===== config.mk =====
export PLATFORM = sky130hd
export DESIGN_NAME = cdp_rdma_reg
export DESIGN_NICKNAME = d
export VERILOG_FILES = /design/src/design/cdp_rdma_reg_pkg.sv /design/src/design/cdp_rdma_csb_port.sv /design/src/design/cdp_rdma_reg_ctrl.sv /design/src/design/cdp_rdma_cfg_group.sv /design/src/design/cdp_rdma_reg.sv
export VERILOG_INCLUDE_DIRS = /design/src /design/src/design
export SDC_FILE = /design/constraint.sdc
export NUM_CORES = 1
export LEC_CHECK = 0
export BUFFER_PORTS_ARGS = -buffer_cell sky130_fd_sc_hd__buf_2
export CORE_MARGIN = 2
export CORE_UTILIZATION = 44
export CTS_CLUSTER_SIZE = 24
export DETAILED_ROUTE_END_ITERATION = 7
export PLACE_DENSITY = 0.67
export SYNTH_ARGS = -nofsm -noshare
export SYNTH_HDL_FRONTEND = slang
export SYNTH_SLANG_ARGS = --single-unit

===== constraint.sdc =====
create_clock -name nvdla_core_clk -period 3.1 [get_ports nvdla_core_clk]
set_input_delay 0.465 -clock nvdla_core_clk [delete_from_list [all_inputs] [get_ports nvdla_core_clk]]
set_output_delay 0.465 -clock nvdla_core_clk [all_outputs]
set_load 0.02 [all_outputs]

===== src/design/cdp_rdma_reg_macros.svh =====
`ifndef CDP_RDMA_REG_MACROS_SVH
`define CDP_RDMA_REG_MACROS_SVH

// byte offsets within the 4KB register space
`define CDP_RDMA_S_STATUS           12'h000
`define CDP_RDMA_S_POINTER          12'h004
`define CDP_RDMA_D_OP_ENABLE        12'h008 // first dual reg
`define CDP_RDMA_D_CUBE_WIDTH       12'h00c
`define CDP_RDMA_D_CUBE_HEIGHT      12'h010
`define CDP_RDMA_D_CUBE_CHANNEL     12'h014
`define CDP_RDMA_D_SRC_BASE_LOW     12'h018
`define CDP_RDMA_D_SRC_BASE_HIGH    12'h01c
`define CDP_RDMA_D_SRC_LINE_STRIDE  12'h020
`define CDP_RDMA_D_SRC_SURF_STRIDE  12'h024
`define CDP_RDMA_D_SRC_DMA_CFG      12'h028 // ram type in bit 0
`define CDP_RDMA_D_DATA_FORMAT      12'h034 // input data in 1:0

// field widths
`define CDP_RDMA_DATA_W   32
`define CDP_RDMA_CUBE_W   13
`define CDP_RDMA_FMT_W    2
`define CDP_RDMA_OFFS_W   12
`define CDP_RDMA_WADDR_W  22

// enable pipe depths
`define CDP_RDMA_OP_EN_DLY  3
`define CDP_RDMA_SLCG_DLY   3

// per-group status codes
`define CDP_RDMA_ST_IDLE     2'd0
`define CDP_RDMA_ST_RUNNING  2'd1
`define CDP_RDMA_ST_PENDING  2'd2

`endif


===== src/design/cdp_rdma_reg_pkg.sv =====
`include "cdp_rdma_reg_macros.svh"

package cdp_rdma_reg_pkg;

  // csb request, addr sits at bit 0
  typedef struct packed {
    logic [1:0]                   level;
    logic [3:0]                   wrbe;
    logic                         srcpriv;
    logic                         nposted;
    logic                         write;
    logic [`CDP_RDMA_DATA_W-1:0]  wdat;
    logic [`CDP_RDMA_WADDR_W-1:0] addr;  // word address
  } csb_req_t;

  // csb response, is_write on top
  typedef struct packed {
    logic                        is_write;
    logic                        error;
    logic [`CDP_RDMA_DATA_W-1:0] data;
  } csb_resp_t;

  // internal register access
  typedef struct packed {
    logic                        rd_en;
    logic                        wr_en;
    logic [`CDP_RDMA_DATA_W-1:0] wr_data;
    logic [`CDP_RDMA_OFFS_W-1:0] offset;  // byte offset
  } reg_acc_t;

  // one group's worth of data path config
  typedef struct packed {
    logic                        ram_type;
    logic [`CDP_RDMA_DATA_W-1:0] surf_stride;
    logic [`CDP_RDMA_DATA_W-1:0] line_stride;
    logic [`CDP_RDMA_DATA_W-1:0] base_high;
    logic [`CDP_RDMA_DATA_W-1:0] base_low;
    logic [`CDP_RDMA_FMT_W-1:0]  input_data;
    logic [`CDP_RDMA_CUBE_W-1:0] channel;
    logic [`CDP_RDMA_CUBE_W-1:0] height;
    logic [`CDP_RDMA_CUBE_W-1:0] width;
  } rdma_cfg_t;

endpackage


===== src/design/cdp_rdma_csb_port.sv =====
`timescale 1ns/10ps
`include "cdp_rdma_reg_macros.svh"

module cdp_rdma_csb_port
  import cdp_rdma_reg_pkg::*;
(
  input  logic                        nvdla_core_clk,
  input  logic                        nvdla_core_rstn,
  input  csb_req_t                    csb_req,
  input  logic                        csb_req_pvld,
  output logic                        csb_req_prdy,
  input  logic [`CDP_RDMA_DATA_W-1:0] rd_data,
  output reg_acc_t                    reg_acc,
  output csb_resp_t                   csb_resp,
  output logic                        csb_resp_valid
);

  logic     req_pvld;
  csb_req_t req_pd;
  logic     wr_np;  // non-posted write this cycle

  assign csb_req_prdy = 1'b1;  // never stalls

  always_ff @(posedge nvdla_core_clk or negedge nvdla_core_rstn) begin
    if (!nvdla_core_rstn) begin
      req_pvld <= 1'b0;
    end else begin
      req_pvld <= csb_req_pvld;
    end
  end

  // payload only moves on a valid beat
  always_ff @(posedge nvdla_core_clk) begin
    if (csb_req_pvld) begin
      req_pd <= csb_req;
    end
  end

  // word address -> byte offset
  always_comb begin
    reg_acc.offset  = {req_pd.addr[`CDP_RDMA_OFFS_W-3:0], 2'b00};
    reg_acc.wr_data = req_pd.wdat;
    reg_acc.wr_en   = req_pvld & req_pd.write;
    reg_acc.rd_en   = req_pvld & ~req_pd.write;
  end

  assign wr_np = reg_acc.wr_en & req_pd.nposted;

  //////////////////////////////////////////////////////////////////////
  // response packet
  //////////////////////////////////////////////////////////////////////
  always_ff @(posedge nvdla_core_clk) begin
    if (reg_acc.rd_en) begin
      csb_resp <= '{is_write: 1'b0, error: 1'b0, data: rd_data};  // read data
    end else if (wr_np) begin
      csb_resp <= '{is_write: 1'b1, error: 1'b0, data: '0};  // write ack, no data
    end
  end

  always_ff @(posedge nvdla_core_clk or negedge nvdla_core_rstn) begin
    if (!nvdla_core_rstn) begin
      csb_resp_valid <= 1'b0;
    end else begin
      csb_resp_valid <= reg_acc.rd_en | wr_np;  // posted writes stay silent
    end
  end

endmodule


===== src/design/cdp_rdma_reg_ctrl.sv =====
`timescale 1ns/10ps
`include "cdp_rdma_reg_macros.svh"

module cdp_rdma_reg_ctrl
  import cdp_rdma_reg_pkg::*;
(
  input  logic                        nvdla_core_clk,
  input  logic                        nvdla_core_rstn,
  input  reg_acc_t                    reg_acc,
  output logic [`CDP_RDMA_DATA_W-1:0] rd_data,
  output reg_acc_t                    grp0_acc,
  output reg_acc_t                    grp1_acc,
  input  logic [`CDP_RDMA_DATA_W-1:0] grp0_rd_data,
  input  logic [`CDP_RDMA_DATA_W-1:0] grp1_rd_data,
  input  rdma_cfg_t                   grp0_cfg,
  input  rdma_cfg_t                   grp1_cfg,
  input  logic                        dp2reg_done,
  output rdma_cfg_t                   reg2dp_cfg,
  output logic                        reg2dp_op_en,
  output logic                        slcg_op_en
);

  logic                           producer;   // group sw programs
  logic                           consumer;   // group dp runs
  logic [1:0]                     op_en;
  logic [1:0][1:0]                status;
  logic                           sel_s;
  logic                           sel_op;
  logic                           op_en_sel;
  logic [`CDP_RDMA_DATA_W-1:0]    s_rd_data;
  logic [`CDP_RDMA_DATA_W-1:0]    d_rd_data;
  logic [`CDP_RDMA_OP_EN_DLY-1:0] op_en_dly;
  logic [`CDP_RDMA_SLCG_DLY-1:0]  slcg_dly;

  assign sel_s  = reg_acc.offset < `CDP_RDMA_D_OP_ENABLE;   // single range below dual
  assign sel_op = reg_acc.offset == `CDP_RDMA_D_OP_ENABLE;

  //////////////////////////////////////////////////////////////////////
  // pointers
  //////////////////////////////////////////////////////////////////////
  always_ff @(posedge nvdla_core_clk or negedge nvdla_core_rstn) begin
    if (!nvdla_core_rstn) begin
      producer <= 1'b0;
      consumer <= 1'b0;
    end else begin
      if (reg_acc.wr_en && reg_acc.offset == `CDP_RDMA_S_POINTER) begin
        producer <= reg_acc.wr_data[0];
      end
      if (dp2reg_done) begin
        consumer <= ~consumer;  // hop to the other group
      end
    end
  end

  // per-group op_en and status
  for (genvar g = 0; g < 2; g++) begin : g_grp
    assign status[g] = !op_en[g]          ? `CDP_RDMA_ST_IDLE    :
                       (consumer == 1'(g)) ? `CDP_RDMA_ST_RUNNING :
                                            `CDP_RDMA_ST_PENDING;

    always_ff @(posedge nvdla_core_clk or negedge nvdla_core_rstn) begin
      if (!nvdla_core_rstn) begin
        op_en[g] <= 1'b0;
      end else if (!op_en[g] && reg_acc.wr_en && sel_op && producer == 1'(g)) begin
        op_en[g] <= reg_acc.wr_data[0];  // arm
      end else if (dp2reg_done && consumer == 1'(g)) begin
        op_en[g] <= 1'b0;  // layer finished
      end
    end
  end

  // dual accesses go to producer group, locked while armed
  always_comb begin
    grp0_acc       = reg_acc;
    grp1_acc       = reg_acc;
    grp0_acc.wr_en = reg_acc.wr_en & ~sel_s & ~producer & ~op_en[0];
    grp1_acc.wr_en = reg_acc.wr_en & ~sel_s & producer & ~op_en[1];
    grp0_acc.rd_en = reg_acc.rd_en & ~sel_s & ~producer;
    grp1_acc.rd_en = reg_acc.rd_en & ~sel_s & producer;
  end

  //////////////////////////////////////////////////////////////////////
  // read mux
  //////////////////////////////////////////////////////////////////////
  always_comb begin
    s_rd_data = '0;
    case (reg_acc.offset)
      `CDP_RDMA_S_STATUS: begin
        s_rd_data[1:0]   = status[0];
        s_rd_data[17:16] = status[1];
      end
      `CDP_RDMA_S_POINTER: begin
        s_rd_data[0]  = producer;
        s_rd_data[16] = consumer;  // read only
      end
      default: ;
    endcase
  end

  assign d_rd_data = sel_op   ? {{(`CDP_RDMA_DATA_W-1){1'b0}}, op_en[producer]} :
                     producer ? grp1_rd_data : grp0_rd_data;
  assign rd_data   = sel_s ? s_rd_data : d_rd_data;

  // consumer group feeds the dp
  assign reg2dp_cfg = consumer ? grp1_cfg : grp0_cfg;
  assign op_en_sel  = op_en[consumer];

  // enable delay lines, done flushes the op_en pipe
  always_ff @(posedge nvdla_core_clk or negedge nvdla_core_rstn) begin
    if (!nvdla_core_rstn) begin
      op_en_dly <= '0;
      slcg_dly  <= '0;
    end else begin
      op_en_dly <= dp2reg_done ? '0 : {op_en_dly[`CDP_RDMA_OP_EN_DLY-2:0], op_en_sel};
      slcg_dly  <= {slcg_dly[`CDP_RDMA_SLCG_DLY-2:0], op_en_sel};
    end
  end

  assign reg2dp_op_en = op_en_dly[`CDP_RDMA_OP_EN_DLY-1];
  assign slcg_op_en   = slcg_dly[`CDP_RDMA_SLCG_DLY-1];

endmodule


===== src/design/cdp_rdma_cfg_group.sv =====
`timescale 1ns/10ps
`include "cdp_rdma_reg_macros.svh"

module cdp_rdma_cfg_group
  import cdp_rdma_reg_pkg::*;
(
  input  logic                        nvdla_core_clk,
  input  logic                        nvdla_core_rstn,
  input  reg_acc_t                    acc,
  output logic [`CDP_RDMA_DATA_W-1:0] rd_data,
  output rdma_cfg_t                   cfg
);

  //////////////////////////////////////////////////////////////////////
  // field writes, wr_en already gated by op_en upstream
  //////////////////////////////////////////////////////////////////////
  always_ff @(posedge nvdla_core_clk or negedge nvdla_core_rstn) begin
    if (!nvdla_core_rstn) begin
      cfg <= '0;
    end else if (acc.wr_en) begin
      case (acc.offset)
        `CDP_RDMA_D_CUBE_WIDTH: begin
          cfg.width <= acc.wr_data[`CDP_RDMA_CUBE_W-1:0];
        end
        `CDP_RDMA_D_CUBE_HEIGHT: begin
          cfg.height <= acc.wr_data[`CDP_RDMA_CUBE_W-1:0];
        end
        `CDP_RDMA_D_CUBE_CHANNEL: begin
          cfg.channel <= acc.wr_data[`CDP_RDMA_CUBE_W-1:0];
        end
        `CDP_RDMA_D_SRC_BASE_LOW: begin
          cfg.base_low <= acc.wr_data;
        end
        `CDP_RDMA_D_SRC_BASE_HIGH: begin
          cfg.base_high <= acc.wr_data;
        end
        `CDP_RDMA_D_SRC_LINE_STRIDE: begin
          cfg.line_stride <= acc.wr_data;
        end
        `CDP_RDMA_D_SRC_SURF_STRIDE: begin
          cfg.surf_stride <= acc.wr_data;
        end
        `CDP_RDMA_D_SRC_DMA_CFG: begin
          cfg.ram_type <= acc.wr_data[0];
        end
        `CDP_RDMA_D_DATA_FORMAT: begin
          cfg.input_data <= acc.wr_data[`CDP_RDMA_FMT_W-1:0];
        end
        default: ;  // op_enable lives in ctrl
      endcase
    end
  end

  // readback, zero extended
  always_comb begin
    rd_data = '0;
    if (acc.rd_en) begin
      case (acc.offset)
        `CDP_RDMA_D_CUBE_WIDTH:      rd_data[`CDP_RDMA_CUBE_W-1:0] = cfg.width;
        `CDP_RDMA_D_CUBE_HEIGHT:     rd_data[`CDP_RDMA_CUBE_W-1:0] = cfg.height;
        `CDP_RDMA_D_CUBE_CHANNEL:    rd_data[`CDP_RDMA_CUBE_W-1:0] = cfg.channel;
        `CDP_RDMA_D_SRC_BASE_LOW:    rd_data = cfg.base_low;
        `CDP_RDMA_D_SRC_BASE_HIGH:   rd_data = cfg.base_high;
        `CDP_RDMA_D_SRC_LINE_STRIDE: rd_data = cfg.line_stride;
        `CDP_RDMA_D_SRC_SURF_STRIDE: rd_data = cfg.surf_stride;
        `CDP_RDMA_D_SRC_DMA_CFG:     rd_data[0] = cfg.ram_type;
        `CDP_RDMA_D_DATA_FORMAT:     rd_data[`CDP_RDMA_FMT_W-1:0] = cfg.input_data;
        default: ;  // holes read zero
      endcase
    end
  end

endmodule


===== src/design/cdp_rdma_reg.sv =====
`timescale 1ns/10ps
`include "cdp_rdma_reg_macros.svh"

module cdp_rdma_reg
  import cdp_rdma_reg_pkg::*;
(
  input  logic      nvdla_core_clk,
  input  logic      nvdla_core_rstn,
  input  csb_req_t  csb_req,
  input  logic      csb_req_pvld,
  output logic      csb_req_prdy,
  output csb_resp_t csb_resp,
  output logic      csb_resp_valid,
  input  logic      dp2reg_done,
  output rdma_cfg_t reg2dp_cfg,
  output logic      reg2dp_op_en,
  output logic      slcg_op_en
);

  reg_acc_t                    reg_acc;
  logic [`CDP_RDMA_DATA_W-1:0] rd_data;
  reg_acc_t                    grp0_acc;
  reg_acc_t                    grp1_acc;
  logic [`CDP_RDMA_DATA_W-1:0] grp0_rd_data;
  logic [`CDP_RDMA_DATA_W-1:0] grp1_rd_data;
  rdma_cfg_t                   grp0_cfg;
  rdma_cfg_t                   grp1_cfg;

  // csb side
  cdp_rdma_csb_port u_csb_port (
    .nvdla_core_clk  (nvdla_core_clk),
    .nvdla_core_rstn (nvdla_core_rstn),
    .csb_req         (csb_req),
    .csb_req_pvld    (csb_req_pvld),
    .csb_req_prdy    (csb_req_prdy),
    .rd_data         (rd_data),
    .reg_acc         (reg_acc),
    .csb_resp        (csb_resp),
    .csb_resp_valid  (csb_resp_valid)
  );

  // pointers, op_en, muxing
  cdp_rdma_reg_ctrl u_reg_ctrl (
    .nvdla_core_clk  (nvdla_core_clk),
    .nvdla_core_rstn (nvdla_core_rstn),
    .reg_acc         (reg_acc),
    .rd_data         (rd_data),
    .grp0_acc        (grp0_acc),
    .grp1_acc        (grp1_acc),
    .grp0_rd_data    (grp0_rd_data),
    .grp1_rd_data    (grp1_rd_data),
    .grp0_cfg        (grp0_cfg),
    .grp1_cfg        (grp1_cfg),
    .dp2reg_done     (dp2reg_done),
    .reg2dp_cfg      (reg2dp_cfg),
    .reg2dp_op_en    (reg2dp_op_en),
    .slcg_op_en      (slcg_op_en)
  );

  // ping-pong pair
  cdp_rdma_cfg_group u_cfg_d0 (
    .nvdla_core_clk  (nvdla_core_clk),
    .nvdla_core_rstn (nvdla_core_rstn),
    .acc             (grp0_acc),
    .rd_data         (grp0_rd_data),
    .cfg             (grp0_cfg)
  );

  cdp_rdma_cfg_group u_cfg_d1 (
    .nvdla_core_clk  (nvdla_core_clk),
    .nvdla_core_rstn (nvdla_core_rstn),
    .acc             (grp1_acc),
    .rd_data         (grp1_rd_data),
    .cfg             (grp1_cfg)
  );

endmodule


==> out/qor.txt <==
GRT Residual Overflow: 0
GP Congestion: 0.901
RSZ-0062 raised after global routing: no
Boundary Pins: 275
fillers: 3967
Worst-Margin Slew: 1.10 ns
Tot GR Track Use: 0.261
most used flip-flop cell after synthesis: dfrtp_1
port buffer count: 253
outcome: completed
Yosys Warn Count: 0
Syn Nets: 1541
R2R cell count: 6
Critical Path Fanout Max: 28
1st-pass router iterations: 7
routed vias: 14400
vias in the first global route: 14900
worst hold stages: 1
Layout Area Growth over Synthesis: 18.4%
Synth area leaders: dfrtp_1 43%, mux2_2 27%, edfxtp_1 11%, a222oi_1 1.8%, a21boi_0 1.2%
pwr dens: 530 nW/µm²
final wirelength: 63.6 mm
Root Buffer: clkbuf_16
worst hold start: csb_req[30]
Syn Area/Cell: 14.0 µm²
die area: 48700 µm²
Vias/cell: 6.03
P_leak: 0.0117 µW
Synth cell types: 73
Setup CP Type: reg -> reg
Post-Syn Area: 20700 µm²
Max Freq: 0.347 GHz
Cells after Synth: 1474
post-synthesis async set-or-reset flop share: 0.821
TritonCTS clock tree: done
Post-synth top cells: 491 x mux2_2, 352 x dfrtp_1, 76 x edfxtp_1, 40 x clkbuf_1, 38 x a222oi_1
final max-slew violation count: 0
CP max-delay cell: or4b_1
startpoint types: flop
CP max stage delay: 0.82 ns
starting density of the core: 0.445
Hold Path End: u_csb_port.reg_acc[20]$_DFFE_PP_
Final nets: 1808
reg-to-reg slack, setup: 0.21 ns
global-route wire length before repair: 94.0 mm
pin count of the biggest net entering global routing: 99
CTS clock-pin slew for the worst setup and hold paths: 0.06 ns
Post-CTS Setup Bufs: 0
Final Cycle Share: 0.931
final setup violation count: 0
clock skew: 0.0135 ns
Post-synth EDFFs: 76
initial DRC count: 1413
# clock sinks: 429
Die Height: 221 µm
Routed Antenna Nets: 0
initial antenna violation count: 1
final hold violation count: 0
clock buffer count from CTS: 46
Worst Hold Class: in -> reg
Die X: 221 µm
drt drc: 0
Final HPWL DP: 41.2 mm
Max-Cap Viols: 0
H-Tree Depth: 2
DR WL/cell: 26.6 µm
cell family with the largest share of critical-path delay: simple AND/OR/NAND/NOR gates
worst skew pair latency: 0.59 ns
Synth Register Bits: 429
WP buf/inv: 1
reg2reg end: u_csb_port.csb_resp[25]$_SDFFCE_PP0P_
layout cell share with drive strength beyond 1: 0.533
Worst Path Arrival: 3.31 ns
VDD IR max: 0.471 mV
worst path required time: 3.52 ns
register area share after synthesis: 0.538
Yosys top cell by area: dfrtp_1
hold slack: 0.0449 ns
Slew Limit Headroom: 0.263
Period minus WS final: 2.89 ns
crit path cell chain: or4b_1 > nor3_4 > buf_4 > a222oi_1 > a21boi_0 > o22ai_1
setup TNS: 0 ns
core area: 46500 µm²
crit end category: flop
row cnt: 79
share of the synthesized area in the top cell type: 0.426
top-count cell post-synth: mux2_2
worst flop-to-flop path startpoint: u_csb_port.reg_acc[10]$_DFFE_PP_
clk buf depth: 3
-- cell families after synthesis --
| family | share of synthesized area |
|---|---|
| XOR/XNOR | 0.000848 |
| AO/OA/AOI/OAI | 0.0867 |
| flip-flops | 0.538 |
| AND/OR/NAND/NOR | 0.0488 |
| other | 0.000364 |
| buffers and inverters | 0.0354 |
| multiplexers | 0.290 |
-- power breakdown --
group	internal, µW	leakage (µW)	total [µW]	switching (µW)
Combinational	550	0.00527	1380	831
Clock	3120	0.000745	5490	2370
Sequential	5860	0.00567	6080	226
-- stage by stage --
step,cells,area (µm²),util,setup slack [ns],total power [µW]
2_1_floorplan,1474,20700,-,0.674,6990
3_5_place_dp,2299,22900,0.494,0.265,7560
3_3_place_gp,2299,22900,0.494,0.288,7550
4_1_cts,2386,24500,0.526,0.230,13100
5_1_grt,2386,24500,0.526,0.0547,13400
6_report,2387,24500,0.526,0.214,13000
-- cell type report --
type | count | area, µm² | share of cell area
clock inverters | 19 | 169 | 0.00691
diodes | 1 | 2.50 | 0.000102
well taps | 607 | 759 | 0.0311
flip-flops and latches | 429 | 11100 | 0.454
inverters | 9 | 33.8 | 0.00138
clock buffers | 67 | 1340 | 0.0548
multi-input cells | 916 | 8860 | 0.362
repair buffers | 339 | 2170 | 0.0889
-- layout by cell type, fill, tap and decap left out, types with 17 or more instances in the layout --
cell type	netlist	routed
buf_4	26	65
mux2_1	22	22
edfxtp_1	76	76
nor2_1	17	17
mux2i_1	17	17
a22o_1	18	18
clkbuf_16	0	47
buf_12	0	20
o22ai_1	30	30
o21ai_0	17	17
a21boi_0	34	33
nand2_1	25	25
buf_2	24	252
dfrtp_1	352	351
mux2_2	491	491
nand3_1	20	20
a222oi_1	38	38
a22oi_1	29	29
-- state kept, by name, summed over array words and instances (netlist names) --
signal,cells
u_cfg_d0.cfg,170
u_cfg_d1.cfg,170
u_csb_port.csb_resp,33
u_csb_port.csb_resp_valid,1
u_csb_port.reg_acc,42
u_csb_port.req_pd,2
u_csb_port.req_pvld,1
u_reg_ctrl.consumer,1
u_reg_ctrl.op_en,2
u_reg_ctrl.op_en_dly,3
u_reg_ctrl.producer,1
u_reg_ctrl.slcg_dly,3
-- worst max path at each step --
stage,start,end,slack [ns],depth (start not counted)
3_3_place_gp,u_csb_port.reg_acc[10]$_DFFE_PP_,u_csb_port.csb_resp[31]$_SDFFCE_PP0P_,0.29,6
5_1_grt,u_csb_port.reg_acc[10]$_DFFE_PP_,u_csb_port.csb_resp[22]$_SDFFCE_PP0P_,0.05,6
2_1_floorplan,u_csb_port.req_pvld$_DFF_PN0_,u_csb_port.csb_resp[0]$_SDFFCE_PN0P_,0.67,1
3_5_place_dp,u_csb_port.reg_acc[10]$_DFFE_PP_,u_csb_port.csb_resp[20]$_SDFFCE_PP0P_,0.27,6
4_1_cts,u_csb_port.reg_acc[10]$_DFFE_PP_,u_csb_port.csb_resp[20]$_SDFFCE_PP0P_,0.23,6
6_report,u_csb_port.reg_acc[10]$_DFFE_PP_,u_csb_port.csb_resp[25]$_SDFFCE_PP0P_,0.21,6
-- layer usage --
layer	global-route usage	vias up	part of all wire
li1	-	6193	-
met1	0.364	7475	0.43
met2	0.403	561	0.47
met3	0.0427	159	0.065
met4	0.110	0	0.038
met5	0	-	0
-- repair_timing --
action,4_1_cts,5_1_grt
gates resized for setup,0,0
hold endpoints to repair,87,0
hold buffers,1,0
No activity file was read; power rests on OpenSTA's default activity.
